<file path="src/verilog/ccip_shim_macros.svh">
`ifndef CCIP_SHIM_MACROS_SVH
`define CCIP_SHIM_MACROS_SVH

// ====================
// Local memory geometry
// ====================

// Two banks, each addressed by a 10 bit word address
`define SHIM_NUM_BANKS      2
`define SHIM_BANK_ADDR_W    10
`define SHIM_MEM_DATA_W     64

// Reads the check engine may keep in flight at once
`define SHIM_MAX_READS      4

// ====================
// MMIO register map
// ====================

`define SHIM_MMIO_ADDR_W    8
`define SHIM_REG_DESC       8'h00
`define SHIM_REG_CTRL       8'h08
`define SHIM_REG_STATUS     8'h10

`endif

</file>
<file path="src/verilog/ccip_shim_pkg.sv">
`include "ccip_shim_macros.svh"

package ccip_shim_pkg;

    // Host MMIO channel, at most one strobe per cycle
    typedef struct packed
    {
        logic wr;
        logic rd;
        logic [`SHIM_MMIO_ADDR_W-1:0] addr;
        logic [63:0] data;
    } t_mmio_req;

    typedef struct packed
    {
        logic valid;
        logic [63:0] data;
    } t_mmio_rsp;

    // Base is a global word address; its top bit picks the bank
    typedef struct packed
    {
        logic [4:0] spare;
        logic [31:0] seed;
        logic [15:0] count;
        logic [`SHIM_BANK_ADDR_W:0] base;
    } t_fill_desc;

    typedef struct packed
    {
        logic [61:0] spare;
        logic start_check;
        logic start_fill;
    } t_ctrl_word;

    // One MMIO write word, read as a descriptor or as control by offset
    typedef union packed
    {
        t_fill_desc desc;
        t_ctrl_word ctrl;
        logic [63:0] raw;
    } t_mmio_word;

    typedef struct packed
    {
        logic read;
        logic write;
        logic [`SHIM_BANK_ADDR_W:0] address;
        logic [`SHIM_MEM_DATA_W-1:0] writedata;
    } t_mem_req;

    typedef struct packed
    {
        logic waitrequest;
        logic readdatavalid;
        logic [`SHIM_MEM_DATA_W-1:0] readdata;
    } t_mem_rsp;

    typedef struct packed
    {
        logic [43:0] spare;
        logic [15:0] err_count;
        logic check_busy;
        logic fill_busy;
        logic check_done;
        logic fill_done;
    } t_status;

    // Word i of a range holds the seed above and seed + i below
    function automatic logic [`SHIM_MEM_DATA_W-1:0] pattern_word(
        input logic [31:0] seed,
        input logic [15:0] idx
    );
        pattern_word = {seed, seed + {16'd0, idx}};
    endfunction

endpackage

</file>
<file path="src/verilog/afu_top.sv">
module afu_top
(
    input  logic ccip_to_afu,
    input  logic afu_reset,
    input  ccip_shim_pkg::t_mmio_req mmio_req,
    output ccip_shim_pkg::t_mmio_rsp mmio_rsp,
    output ccip_shim_pkg::t_mem_req mem_req,
    input  ccip_shim_pkg::t_mem_rsp mem_rsp
);

    ccip_shim_pkg::t_fill_desc desc;
    ccip_shim_pkg::t_mem_req fill_req;
    ccip_shim_pkg::t_mem_req check_req;
    logic start_fill;
    logic start_check;
    logic fill_done;
    logic check_done;
    logic fill_busy;
    logic check_busy;
    logic fill_wait;
    logic check_wait;
    logic [15:0] err_count;

    // Register block with the descriptor and start controls
    mmio_csr csr
    (
        .ccip_to_afu(ccip_to_afu),
        .reset(afu_reset),
        .mmio_req(mmio_req),
        .mmio_rsp(mmio_rsp),
        .desc(desc),
        .start_fill(start_fill),
        .start_check(start_check),
        .fill_done(fill_done),
        .check_done(check_done),
        .fill_busy(fill_busy),
        .check_busy(check_busy),
        .err_count(err_count)
    );

    fill_engine fill
    (
        .ccip_to_afu(ccip_to_afu),
        .reset(afu_reset),
        .start(start_fill),
        .desc(desc),
        .req(fill_req),
        .waitrequest(fill_wait),
        .busy(fill_busy),
        .done(fill_done)
    );

    // The check engine is the only reader, so read data goes straight to it
    check_engine check
    (
        .ccip_to_afu(ccip_to_afu),
        .reset(afu_reset),
        .start(start_check),
        .desc(desc),
        .req(check_req),
        .waitrequest(check_wait),
        .rsp(mem_rsp),
        .busy(check_busy),
        .done(check_done),
        .err_count(err_count)
    );

    mem_arbiter arb
    (
        .ccip_to_afu(ccip_to_afu),
        .reset(afu_reset),
        .fill_req(fill_req),
        .fill_wait(fill_wait),
        .check_req(check_req),
        .check_wait(check_wait),
        .mem_req(mem_req),
        .mem_rsp(mem_rsp)
    );

endmodule

</file>
<file path="src/verilog/check_engine.sv">
`include "ccip_shim_macros.svh"

module check_engine
(
    input  logic ccip_to_afu,
    input  logic reset,
    input  logic start,
    input  ccip_shim_pkg::t_fill_desc desc,
    output ccip_shim_pkg::t_mem_req req,
    input  logic waitrequest,
    input  ccip_shim_pkg::t_mem_rsp rsp,
    output logic busy,
    output logic done,
    output logic [15:0] err_count
);

    localparam int CNT_W = $clog2(`SHIM_MAX_READS + 1);

    ccip_shim_pkg::t_fill_desc desc_q;
    logic [15:0] issue_idx;
    logic [15:0] ret_idx;
    logic [CNT_W-1:0] outstanding;
    logic accept;
    logic mismatch;

    // Reads go out back to back while the in-flight window has room
    always_comb
    begin
        req.read = busy && (issue_idx != desc_q.count) && (outstanding < `SHIM_MAX_READS);
        req.write = 1'b0;
        req.address = desc_q.base + issue_idx[`SHIM_BANK_ADDR_W:0];
        req.writedata = '0;
    end

    assign accept = req.read && !waitrequest;

    // Responses come back in order, so the return index names the expected word
    assign mismatch = rsp.readdata != ccip_shim_pkg::pattern_word(desc_q.seed, ret_idx);

    always_ff @(posedge ccip_to_afu)
    begin
        if (reset)
        begin
            busy <= 1'b0;
            done <= 1'b0;
            issue_idx <= '0;
            ret_idx <= '0;
            outstanding <= '0;
            err_count <= '0;
        end
        else
        begin
            done <= 1'b0;
            if (start && !busy)
            begin
                issue_idx <= '0;
                ret_idx <= '0;
                err_count <= '0;
                if (desc.count == '0)
                    done <= 1'b1;
                else
                    busy <= 1'b1;
            end
            else if (busy)
            begin
                if (accept)
                    issue_idx <= issue_idx + 1'b1;
                if (rsp.readdatavalid)
                begin
                    ret_idx <= ret_idx + 1'b1;
                    // The count saturates rather than wrapping
                    if (mismatch && (err_count != '1))
                        err_count <= err_count + 1'b1;
                    // Finished once the last response is in
                    if (ret_idx == desc_q.count - 1'b1)
                    begin
                        busy <= 1'b0;
                        done <= 1'b1;
                    end
                end
            end
            case ({accept, rsp.readdatavalid})
                2'b10:   outstanding <= outstanding + 1'b1;
                2'b01:   outstanding <= outstanding - 1'b1;
                default: outstanding <= outstanding;
            endcase
        end
    end

    always_ff @(posedge ccip_to_afu)
    begin
        if (start && !busy)
            desc_q <= desc;
    end

    // Read data reaches this engine only for reads it issued
    a_no_stray_data: assert property (@(posedge ccip_to_afu) disable iff (reset)
        rsp.readdatavalid |-> (outstanding != '0));

endmodule

</file>
<file path="src/verilog/fill_engine.sv">
`include "ccip_shim_macros.svh"

module fill_engine
(
    input  logic ccip_to_afu,
    input  logic reset,
    input  logic start,
    input  ccip_shim_pkg::t_fill_desc desc,
    output ccip_shim_pkg::t_mem_req req,
    input  logic waitrequest,
    output logic busy,
    output logic done
);

    ccip_shim_pkg::t_fill_desc desc_q;
    logic [15:0] idx;
    logic accept;

    // One write beat per range word; held until the memory takes it
    always_comb
    begin
        req.read = 1'b0;
        req.write = busy;
        req.address = desc_q.base + idx[`SHIM_BANK_ADDR_W:0];
        req.writedata = ccip_shim_pkg::pattern_word(desc_q.seed, idx);
    end

    assign accept = busy && !waitrequest;

    always_ff @(posedge ccip_to_afu)
    begin
        if (reset)
        begin
            busy <= 1'b0;
            done <= 1'b0;
            idx <= '0;
        end
        else
        begin
            done <= 1'b0;
            if (start && !busy)
            begin
                idx <= '0;
                // An empty range completes at once
                if (desc.count == '0)
                    done <= 1'b1;
                else
                    busy <= 1'b1;
            end
            else if (accept)
            begin
                idx <= idx + 1'b1;
                if (idx == desc_q.count - 1'b1)
                begin
                    busy <= 1'b0;
                    done <= 1'b1;
                end
            end
        end
    end

    // Descriptor is captured once per run
    always_ff @(posedge ccip_to_afu)
    begin
        if (start && !busy)
            desc_q <= desc;
    end

endmodule

</file>
<file path="src/verilog/mem_arbiter.sv">
module mem_arbiter
(
    input  logic ccip_to_afu,
    input  logic reset,
    input  ccip_shim_pkg::t_mem_req fill_req,
    output logic fill_wait,
    input  ccip_shim_pkg::t_mem_req check_req,
    output logic check_wait,
    output ccip_shim_pkg::t_mem_req mem_req,
    input  ccip_shim_pkg::t_mem_rsp mem_rsp
);

    logic fill_act;
    logic check_act;
    logic mem_act;
    // Select is 0 for the fill engine and 1 for the check engine
    logic sel;
    logic grant_q;
    logic hold_q;
    logic last_q;

    assign fill_act = fill_req.read || fill_req.write;
    assign check_act = check_req.read || check_req.write;

    // A stalled beat keeps its grant; otherwise alternate when both ask
    always_comb
    begin
        if (hold_q)
            sel = grant_q;
        else if (fill_act && check_act)
            sel = !last_q;
        else
            sel = check_act;
    end

    assign mem_req = sel ? check_req : fill_req;
    assign mem_act = mem_req.read || mem_req.write;

    // The engine that lost sees waitrequest high
    assign fill_wait = sel || mem_rsp.waitrequest;
    assign check_wait = !sel || mem_rsp.waitrequest;

    always_ff @(posedge ccip_to_afu)
    begin
        if (reset)
        begin
            grant_q <= 1'b0;
            hold_q <= 1'b0;
            last_q <= 1'b1;
        end
        else
        begin
            grant_q <= sel;
            hold_q <= mem_act && mem_rsp.waitrequest;
            // Round-robin turns over only on an accepted beat
            if (mem_act && !mem_rsp.waitrequest)
                last_q <= sel;
        end
    end

    // Both the grant and the winning engine must hold the beat through a stall
    a_req_stable: assert property (@(posedge ccip_to_afu) disable iff (reset)
        (mem_act && mem_rsp.waitrequest) |=> $stable(mem_req));

endmodule

</file>
<file path="src/verilog/mmio_csr.sv">
`include "ccip_shim_macros.svh"

module mmio_csr
(
    input  logic ccip_to_afu,
    input  logic reset,
    input  ccip_shim_pkg::t_mmio_req mmio_req,
    output ccip_shim_pkg::t_mmio_rsp mmio_rsp,
    output ccip_shim_pkg::t_fill_desc desc,
    output logic start_fill,
    output logic start_check,
    input  logic fill_done,
    input  logic check_done,
    input  logic fill_busy,
    input  logic check_busy,
    input  logic [15:0] err_count
);

    ccip_shim_pkg::t_mmio_word wr_word;
    ccip_shim_pkg::t_status status;
    logic fill_done_q;
    logic check_done_q;
    logic wr_ctrl;

    // The write data is decoded by offset as a descriptor or a control word
    assign wr_word.raw = mmio_req.data;
    assign wr_ctrl = mmio_req.wr && (mmio_req.addr == `SHIM_REG_CTRL);

    always_comb
    begin
        status = '0;
        status.fill_done = fill_done_q;
        status.check_done = check_done_q;
        status.fill_busy = fill_busy;
        status.check_busy = check_busy;
        status.err_count = err_count;
    end

    // ====================
    // Writes and done flags
    // ====================

    always_ff @(posedge ccip_to_afu)
    begin
        if (reset)
        begin
            desc <= '0;
            start_fill <= 1'b0;
            start_check <= 1'b0;
            fill_done_q <= 1'b0;
            check_done_q <= 1'b0;
            mmio_rsp.valid <= 1'b0;
        end
        else
        begin
            if (mmio_req.wr && (mmio_req.addr == `SHIM_REG_DESC))
                desc <= wr_word.desc;
            // One cycle start pulses; a busy engine drops them itself
            start_fill <= wr_ctrl && wr_word.ctrl.start_fill;
            start_check <= wr_ctrl && wr_word.ctrl.start_check;
            // Done bits stick until the matching start
            if (start_fill)
                fill_done_q <= 1'b0;
            else if (fill_done)
                fill_done_q <= 1'b1;
            if (start_check)
                check_done_q <= 1'b0;
            else if (check_done)
                check_done_q <= 1'b1;
            mmio_rsp.valid <= mmio_req.rd;
        end
    end

    // ====================
    // Read-back
    // ====================

    // Unknown offsets return zero
    always_ff @(posedge ccip_to_afu)
    begin
        if (mmio_req.rd)
        begin
            case (mmio_req.addr)
                `SHIM_REG_DESC:   mmio_rsp.data <= desc;
                `SHIM_REG_STATUS: mmio_rsp.data <= status;
                default:          mmio_rsp.data <= '0;
            endcase
        end
    end

    // The host sends at most one strobe per cycle
    a_one_strobe: assert property (@(posedge ccip_to_afu) disable iff (reset)
        !(mmio_req.rd && mmio_req.wr));

endmodule

</file>
<file path="src/verilog/platform_shim.sv">
`include "ccip_shim_macros.svh"

module platform_shim
(
    input  logic ccip_to_afu,
    input  logic reset,
    input  ccip_shim_pkg::t_mmio_req mmio_req,
    output ccip_shim_pkg::t_mmio_rsp mmio_rsp,
    output ccip_shim_pkg::t_mem_req bank_req[`SHIM_NUM_BANKS],
    input  ccip_shim_pkg::t_mem_rsp bank_rsp[`SHIM_NUM_BANKS]
);

    localparam int CNT_W = $clog2(`SHIM_MAX_READS + 1);

    ccip_shim_pkg::t_mem_req mem_req;
    ccip_shim_pkg::t_mem_rsp mem_rsp;
    logic afu_reset = 1'b1;
    logic bank_sel;
    logic stall;
    logic rd_accept;
    logic [CNT_W-1:0] rd_cnt;
    logic rd_bank;

    // ====================
    // Reset timing stage
    // ====================

    // The accelerator sees reset one cycle after the platform does
    always_ff @(posedge ccip_to_afu)
    begin
        afu_reset <= reset;
    end

    // ====================
    // Bank steering
    // ====================

    // The top address bit picks the bank
    assign bank_sel = mem_req.address[`SHIM_BANK_ADDR_W];

    // A read to the other bank waits until older reads have drained, so data returns in order
    assign stall = mem_req.read && (rd_cnt != '0) && (rd_bank != bank_sel);
    assign rd_accept = mem_req.read && !mem_rsp.waitrequest;

    for (genvar b = 0; b < `SHIM_NUM_BANKS; b++)
    begin : g_bank
        always_comb
        begin
            bank_req[b].address = {1'b0, mem_req.address[`SHIM_BANK_ADDR_W-1:0]};
            bank_req[b].writedata = mem_req.writedata;
            // Only the selected bank sees the strobes
            bank_req[b].read = mem_req.read && !stall && (bank_sel == b);
            bank_req[b].write = mem_req.write && !stall && (bank_sel == b);
        end
    end

    always_comb
    begin
        mem_rsp.waitrequest = stall || bank_rsp[bank_sel].waitrequest;
        mem_rsp.readdatavalid = bank_rsp[0].readdatavalid || bank_rsp[1].readdatavalid;
        mem_rsp.readdata = bank_rsp[1].readdatavalid ? bank_rsp[1].readdata
                                                     : bank_rsp[0].readdata;
    end

    // Count reads in flight and remember which bank they went to
    always_ff @(posedge ccip_to_afu)
    begin
        if (afu_reset)
        begin
            rd_cnt <= '0;
            rd_bank <= 1'b0;
        end
        else
        begin
            if (rd_accept && !mem_rsp.readdatavalid)
                rd_cnt <= rd_cnt + 1'b1;
            else if (!rd_accept && mem_rsp.readdatavalid)
                rd_cnt <= rd_cnt - 1'b1;
            if (rd_accept)
                rd_bank <= bank_sel;
        end
    end

    // Steering keeps reads on one bank at a time, so both banks never return together
    a_one_bank_returns: assert property (@(posedge ccip_to_afu) disable iff (afu_reset)
        !(bank_rsp[0].readdatavalid && bank_rsp[1].readdatavalid));

    afu_top afu
    (
        .ccip_to_afu(ccip_to_afu),
        .afu_reset(afu_reset),
        .mmio_req(mmio_req),
        .mmio_rsp(mmio_rsp),
        .mem_req(mem_req),
        .mem_rsp(mem_rsp)
    );

endmodule
</file>
<file path="config.mk">
export PLATFORM = sky130hd
export DESIGN_NAME = platform_shim
export DESIGN_NICKNAME = d
export VERILOG_FILES = /design/src/verilog/ccip_shim_pkg.sv /design/src/verilog/afu_top.sv /design/src/verilog/check_engine.sv /design/src/verilog/fill_engine.sv /design/src/verilog/mem_arbiter.sv /design/src/verilog/mmio_csr.sv /design/src/verilog/platform_shim.sv
export VERILOG_INCLUDE_DIRS = /design/src /design/src/verilog
export SDC_FILE = /design/constraint.sdc
export NUM_CORES = 1
export LEC_CHECK = 0
export BUFFER_PORTS_ARGS = -buffer_cell sky130_fd_sc_hd__buf_2
export CAP_MARGIN = 20
export CORE_UTILIZATION = 60
export DETAILED_ROUTE_END_ITERATION = 8
export GPL_TIMING_DRIVEN = 0
export MAX_ROUTING_LAYER = met4
export PLACE_DENSITY = 0.84
export SLEW_MARGIN = 20
export SYNTH_ARGS = -nofsm -noshare
export SYNTH_HDL_FRONTEND = slang
export SYNTH_SLANG_ARGS = --single-unit
</file>
<file path="constraint.sdc">
create_clock -name ccip_to_afu -period 6.8 [get_ports ccip_to_afu]
set_input_delay 1.36 -clock ccip_to_afu [delete_from_list [all_inputs] [get_ports ccip_to_afu]]
set_output_delay 1.36 -clock ccip_to_afu [all_outputs]
set_load 0.05 [all_outputs]
</file>
==> results.py, run 1 <==
metrics = {
    "layout": {
        "final_cell_count_no_fill": 2928,
        "final_cell_mix": "buf_2, nand2_1, edfxtp_1",
        "final_common_cell": "buf_2",
        "final_util_pct": 73.4,
        "drive_above_1_share_pct": 26.5,
        "finalNetCount": 2769,
        "nFillCells": 2370,
        "layout-area-overhead-vs-synth_pct": 20.1,
    },
    "placed_design": {
        "port_buffers": 424,
        "place.gp.congestion": 0.971,
        "dp_hpwl_um": 48800,
        "place_inst": 2859,
    },
    "setup_path": {
        "r2r_cells": 18,
        "cp_top_family": "compound AO/OA/AOI/OAI gates",
        "path_max_fanout": 8,
        "crit_buf_inv": 2,
        "path_class": "reg2out",
        "crit_slowest_cell": "a21oi_1",
        "path_depth": 14,
        "slowest_delay_ns": 0.58,
        "start_kind": "flop",
        "cp.required_ns": 5.44,
        "path_cells": "ha_1 -> fa_1 -> a21o_1 -> a21oi_1 -> o21bai_1 -> a31oi_1 -> o211ai_1 -> nand2_1 -> o2111ai_1 -> a21oi_1 -> o21ai_0 -> a21oi_1 -> buf_4 -> buf_2",
        "end_kind": "primary output",
        "worstPathArrival_ns": 4.60,
        "crit_top_cell": "a21oi_1",
    },
    "floorplanning": {
        "rows": 65,
        "coreArea_um2": 31700,
        "io_pins": 427,
        "die_x_um": 182,
        "start_util_pct": 61.2,
        "die_area_um2": 33100,
        "dieHeight_um": 182,
    },
    "synthesis": {
        "synth_top_cells_by_area": "edfxtp_1, dfxtp_1, buf_4, xor2_1, mux2i_1",
        "synth-edff-count": 182,
        "synth_top_family_by_area": "simple AND/OR/NAND/NOR gates",
        "ys_ff_latch": 330,
        "yosys.area_share.simple_pct": 18.8,
        "yosysWarnings": 0,
        "synthMuxAreaShare_pct": 5.61,
        "syn-mean-instance-area_um2": 9.56,
        "synth_ff_type": "edfxtp_1",
        "synth_cells": 2029,
        "synth_top_area_share_pct": 28.2,
        "synth_top_cell_by_area": "edfxtp_1",
        "ys_seq_area_share_pct": 43.4,
        "synth_xor_area_share_pct": 9.53,
        "synth_cell_types": 77,
        "synth_compound_area_share_pct": 9.89,
        "netlist_area_um2": 19400,
        "async_flop_share_pct": 0,
        "synthAdderAreaFrac_pct": 4.49,
    },
    "timing": {
        "slew_headroom_pct": 28.0,
        "period_minus_slack_ns": 5.96,
        "finalMaxSlewViolations": 0,
        "setup_viol": 0,
        "worst_clock_skew_ns": 0.0215,
        "setup_tns_ns": 0,
        "hold_viol": 0,
        "grt_setup_unrepaired": "no",
        "finalCritPeriodShare_pct": 87.7,
        "max_freq_mhz": 168,
        "tightestPinTransition_ns": 1.08,
    },
    "clock_network": {
        "clk_latency_ns": 0.53,
        "clock_sinks": 330,
        "cts_setup_buffers": 0,
        "cts_max_level": 2,
        "cts_root_buf": "clkbuf_16",
        "cts_buffer_depth": 3,
        "cts_buffers": 36,
        "clk_pin_slew_ns": 0.07,
        "cts.hold.buffers_added": 0,
        "cts_tree": "done",
        "post_cts_resize_count": 0,
    },
    "routing": {
        "drt-wirelength-per-cell_um": 21.3,
        "finalWirelength_um": 62500,
        "drt_iter0_drc": 1644,
        "post-route-drc-count": 0,
        "first_pass_iters": 7,
        "ant_nets": 0,
        "dr_total_vias": 17100,
        "avgViaCountPerCell": 5.85,
    },
    "power_and_ir_drop": {
        "power_frac_clock_pct": 44.7,
        "p_leak_nw": 9.29,
        "switching_share_pct": 23.5,
        "ir_drop_mv": 0.186,
        "p_sw_mw": 1.04,
        "power_frac_comb_pct": 7.3,
        "intPower_mw": 3.38,
        "seqPwrFrac_pct": 48.0,
        "p_per_area_nw_per_um2": 189,
        "power.total_mw": 4.41,
    },
    "global_route": {
        "gr-max-usage-layer": "met2",
        "track_usage_pct": 38.2,
        "grt_overflow": 0,
        "grt_pass1_vias": 16500,
        "use_met1_pct": 48.0,
        "antenna_found_initial": 2,
        "grt_use_met3_pct": 5.68,
        "grt_util_met2_pct": 61.4,
        "grt_pass1_wl_um": 93000,
        "grt_start_max_net_pins": 60,
    },
    "run_status": {
        "outcome": "completed",
    },
    "flow_run": {
        "maxCapViolations": 0,
    },
    "min_path": {
        "whs_path_depth": 1,
        "hold_class": "reg2reg",
    },
}
power groups by stage:
stage	registers, mW	logic, mW	clock network (mW)
after detailed placement	2.16	0.316	0
after global routing	2.12	0.339	2.06
after global placement	2.16	0.309	0
final	2.12	0.320	1.98
after floorplan	2.21	0.133	0
after CTS	2.12	0.318	1.97
cell families (layout without fill, tap and decap cells):
logic type	Yosys count	in the layout
and+or+nand+nor	744	744
buffers and inverters	264	757
xor gates and xnor gates	211	211
other	1	5
muxes	108	108
DFF	330	330
adders and majority gates	66	66
AOI/OAI and AO/OA	305	305
registers in the layout (all words and copies together) (netlist names), 3 cells and up:
register and flops:
afu.check.issue_idx 16, afu.check.ret_idx 16, afu.fill.desc_q 27, afu.check.outstanding 3, rd_cnt 3, afu.check.err_count 16, afu.fill.req 32, afu.fill.idx 16
afu.csr.desc 64, afu.check.desc_q 59, afu.csr.mmio_rsp 65
metrics by stage:
stage                     worst slack, ns  hold slack, ns  area (µm²)
after floorplan                      1.54           0.401       19400
after global placement               1.16           0.412       22000
after detailed placement             1.11           0.413       22100
after CTS                           0.890           0.431       23300
after global routing                0.619           0.453       23300
final                               0.840           0.425       23300
routing by layer:
metal / vias to the layer above / share of wire (%)
met1: 8168 / 41
met4: 0 / 4.4
met2: 868 / 47
met3: 141 / 7.5
li1: 7951 / -
met5: - / 0
Yosys cell counts (8+ instances only):
cell / number
a211oi_1: 10
a21o_1: 19
a21oi_1: 134
a31o_2: 9
a31oi_1: 12
and2_1: 91
and3_1: 32
buf_4: 152
clkbuf_1: 64
dfxtp_1: 148
edfxtp_1: 182
ha_1: 60
inv_1: 35
mux2i_1: 102
nand2_1: 219
nand2b_1: 10
nand3_1: 41
nand3b_1: 8
nand4_1: 40
nor2_1: 172
nor2b_1: 17
nor3_1: 39
nor4_1: 20
o2111ai_1: 9
o21a_1: 12
o21ai_0: 43
or3_1: 25
xnor2_1: 92
xor2_1: 119
final timing paths:
path                                       startpoint                                to  slack [ns]
setup / recovery           afu.fill.req[32]$_DFFE_PP_                      bank_req[22]        0.84
hold / removal          afu.csr.start_fill$_SDFF_PP0_  afu.csr.fill_done_q$_SDFFE_PP0P_        0.42
setup reg to reg  afu.check.issue_idx[0]$_SDFFE_PP0P_            rd_cnt[2]$_SDFFE_PP0P_        1.70
hold reg to reg         afu.csr.start_fill$_SDFF_PP0_  afu.csr.fill_done_q$_SDFFE_PP0P_        0.42
cell type report:
type                    count  area, µm²  area share (%)
clock buffers              50       1030            4.41
diodes                      3       7.51          0.0322
repair buffers            427       2190            9.39
multi-input cells        1436       9390            40.3
well taps                 402        503            2.16
inverters                  36        140           0.602
clock inverters            16        156           0.671
flip-flops and latches    330       8430            36.2
plain buffers             228       1460            6.25
Power figures use the tool's default switching activity.
==> inputs of run 2 (changes only) <==
--- a/config.mk
+++ b/config.mk
@@ -8,11 +8,12 @@
 export LEC_CHECK = 0
 export BUFFER_PORTS_ARGS = -buffer_cell sky130_fd_sc_hd__buf_2
 export CAP_MARGIN = 20
-export CORE_UTILIZATION = 60
+export CORE_MARGIN = 10
+export CORE_UTILIZATION = 56
 export DETAILED_ROUTE_END_ITERATION = 8
 export GPL_TIMING_DRIVEN = 0
 export MAX_ROUTING_LAYER = met4
-export PLACE_DENSITY = 0.84
+export PLACE_DENSITY = 0.79
 export SLEW_MARGIN = 20
 export SYNTH_ARGS = -nofsm -noshare
 export SYNTH_HDL_FRONTEND = slang
==> constraint.sdc (replaced) <==
create_clock -name ccip_to_afu -period 6.6 [get_ports ccip_to_afu]
set_input_delay 1.32 -clock ccip_to_afu [delete_from_list [all_inputs] [get_ports ccip_to_afu]]
set_output_delay 1.32 -clock ccip_to_afu [all_outputs]
set_load 0.05 [all_outputs]
==> run 2 against run 1 <==
Combinational power rose by 5%; power up 3.1%; cell count up 1.8%; non-clock buffer count up 1; register-to-register slack worse by 0.45 ns; worst hold slack better by 0.0030 ns; core utilization shrank 5.4 points; worst setup slack got worse by 0.0030 ns; sequential cell count is the same; critical path depth did not move; global-route usage shrank 6.4 points; critical path type unchanged; largest power group unchanged.
==> results.py, run 2 (synthesis gave the netlist of run 1 again) <==
metrics = {
    "min_path": {
        "whs_path_depth": 1,
        "hold_class": "reg2reg",
        "min_from": "afu.csr.start_fill$_SDFF_PP0_",
    },
    "setup_path": {
        "cp.required_ns": 5.28,
        "worstPathArrival_ns": 4.44,
        "path_class": "reg2out",
        "crit_path_start": "afu.fill.req[32]$_DFFE_PP_",
        "path_max_fanout": 8,
        "r2r_cells": 18,
        "reg2reg_from": "afu.check.desc_q[0]$_DFFE_PP_",
        "start_kind": "flop",
        "end_kind": "primary output",
    },
    "timing": {
        "hold_viol": 0,
        "setup_tns_ns": 0,
        "setup_viol": 0,
        "setup_ws_ns": 0.837,
        "slew_headroom_pct": 19.4,
        "worst_clock_skew_ns": 0.0285,
        "grt_setup_unrepaired": "no",
        "finalMaxSlewViolations": 0,
        "period_minus_slack_ns": 5.76,
        "tightestPinTransition_ns": 1.20,
        "max_freq_mhz": 174,
        "finalCritPeriodShare_pct": 87.3,
    },
    "layout": {
        "drive_above_1_share_pct": 26.6,
        "final_cell_mix": "buf_2, nand2_1, edfxtp_1",
        "nFillCells": 2722,
        "final_cell_count_no_fill": 2982,
        "largest_reg_flops": 65,
        "finalNetCount": 2769,
        "layout-area-overhead-vs-synth_pct": 20.5,
        "top_register": "afu.csr.mmio_rsp",
        "final_util_pct": 68.0,
        "final_common_cell": "buf_2",
        "reg.largest.list": "afu.csr.mmio_rsp (65), afu.csr.desc (64), afu.check.desc_q (59)",
    },
    "clock_network": {
        "cts_max_level": 2,
        "post_cts_resize_count": 0,
        "cts.hold.buffers_added": 0,
        "cts_tree": "done",
        "clk_latency_ns": 0.53,
        "clock_sinks": 330,
        "cts_buffer_depth": 3,
        "cts_setup_buffers": 0,
        "cts_buffers": 35,
        "cts_root_buf": "clkbuf_16",
        "clk_pin_slew_ns": 0.06,
    },
    "global_route": {
        "grt_pass1_wl_um": 101000,
        "grt_pass1_vias": 16700,
        "grt_start_max_net_pins": 56,
        "track_usage_pct": 31.8,
        "antenna_found_initial": 6,
        "grt_overflow": 0,
    },
    "routing": {
        "post-route-drc-count": 0,
        "finalWirelength_um": 68500,
        "ant_nets": 0,
        "avgViaCountPerCell": 5.79,
        "first_pass_iters": 6,
        "dr_total_vias": 17300,
        "drt_iter0_drc": 1463,
        "drt-wirelength-per-cell_um": 23.0,
    },
    "placed_design": {
        "dpl_worst_slack_ns": 0.991,
        "place_inst": 2913,
        "dp_hpwl_um": 55600,
        "port_buffers": 424,
        "place.gp.congestion": 0.969,
    },
    "flow_run": {
        "maxCapViolations": 0,
    },
    "run_status": {
        "outcome": "completed",
    },
    "floorplanning": {
        "die_x_um": 206,
        "dieHeight_um": 206,
        "coreArea_um2": 34400,
        "start_util_pct": 56.4,
        "rows": 68,
        "die_area_um2": 42500,
        "io_pins": 427,
    },
    "power_and_ir_drop": {
        "p_per_area_nw_per_um2": 195,
        "ir_drop_mv": 0.176,
        "p_leak_nw": 9.30,
    },
}
-- run 2: cell count changes in the layout (fill, tap and decap cells not counted) --
cell	delta
buf_16	-1
clkinv_2	+3
clkbuf_16	-3
inv_4	-1
clkbuf_8	+3
inv_6	-2
clkbuf_1	-3
bufinv_16	+2
clkinv_4	-2
buf_12	+2
clkinv_8	+1
diode_2	+2
-- run 2: critical path: stages (launching register included) --
cell and delay, ns:
edfxtp_1 0.49, ha_1 0.28, fa_1 0.41, a21o_1 0.18, a21oi_1 0.23, o21bai_1 0.12, a31oi_1 0.28, o211ai_1 0.18
nand2_1 0.13, o2111ai_1 0.20, a21oi_1 0.50, o21ai_0 0.15, a21oi_1 0.34, buf_4 0.17, buf_2 0.25
-- run 2: cell type report --
class	instances	area [µm²]	share of cell area [%]
antenna	5	12.5	0.0535
buffer	228	1460	6.23
clock buffer	47	982	4.20
clock inverter	17	206	0.883
inverter	36	140	0.599
multi-input combinational	1436	9390	40.2
sequential	330	8430	36.0
tap	455	569	2.43
timing repair buffer	428	2200	9.41
-- run 2: path summary, 6_finish.rpt --
check	endpoint	slack, ns
max	bank_req[30]	0.84
min reg2reg	afu.csr.fill_done_q$_SDFFE_PP0P_	0.43
min	afu.csr.fill_done_q$_SDFFE_PP0P_	0.43
max reg2reg	rd_cnt[2]$_SDFFE_PP0P_	1.25
-- run 2: metal layers --
| layer | part of all wire (%) | track usage [%] |
|---|---|---|
| met2 | 48 | 53.2 |
| met5 | 0 | - |
| met4 | 3.0 | 9.59 |
| met1 | 41 | 39.1 |
| met3 | 7.9 | 4.97 |
-- run 2: power by group --
part	leakage, nW	internal [mW]	switching [mW]	total, mW
sequential	2.67	2.17	0.0127	2.18
clock	0.580	1.21	0.819	2.03
combinational	6.06	0.125	0.211	0.336
total	9.30	3.51	1.04	4.55
-- run 2: through the flow --
stage               cell area [µm²]  total power, mW  hold slack, ns
floorplan                     19400             2.41           0.401
global placement              22100             2.56           0.414
detailed placement            22200             2.56           0.416
CTS                           23400             4.54           0.429
global route                  23400             4.66           0.463
finish                        23400             4.55           0.428
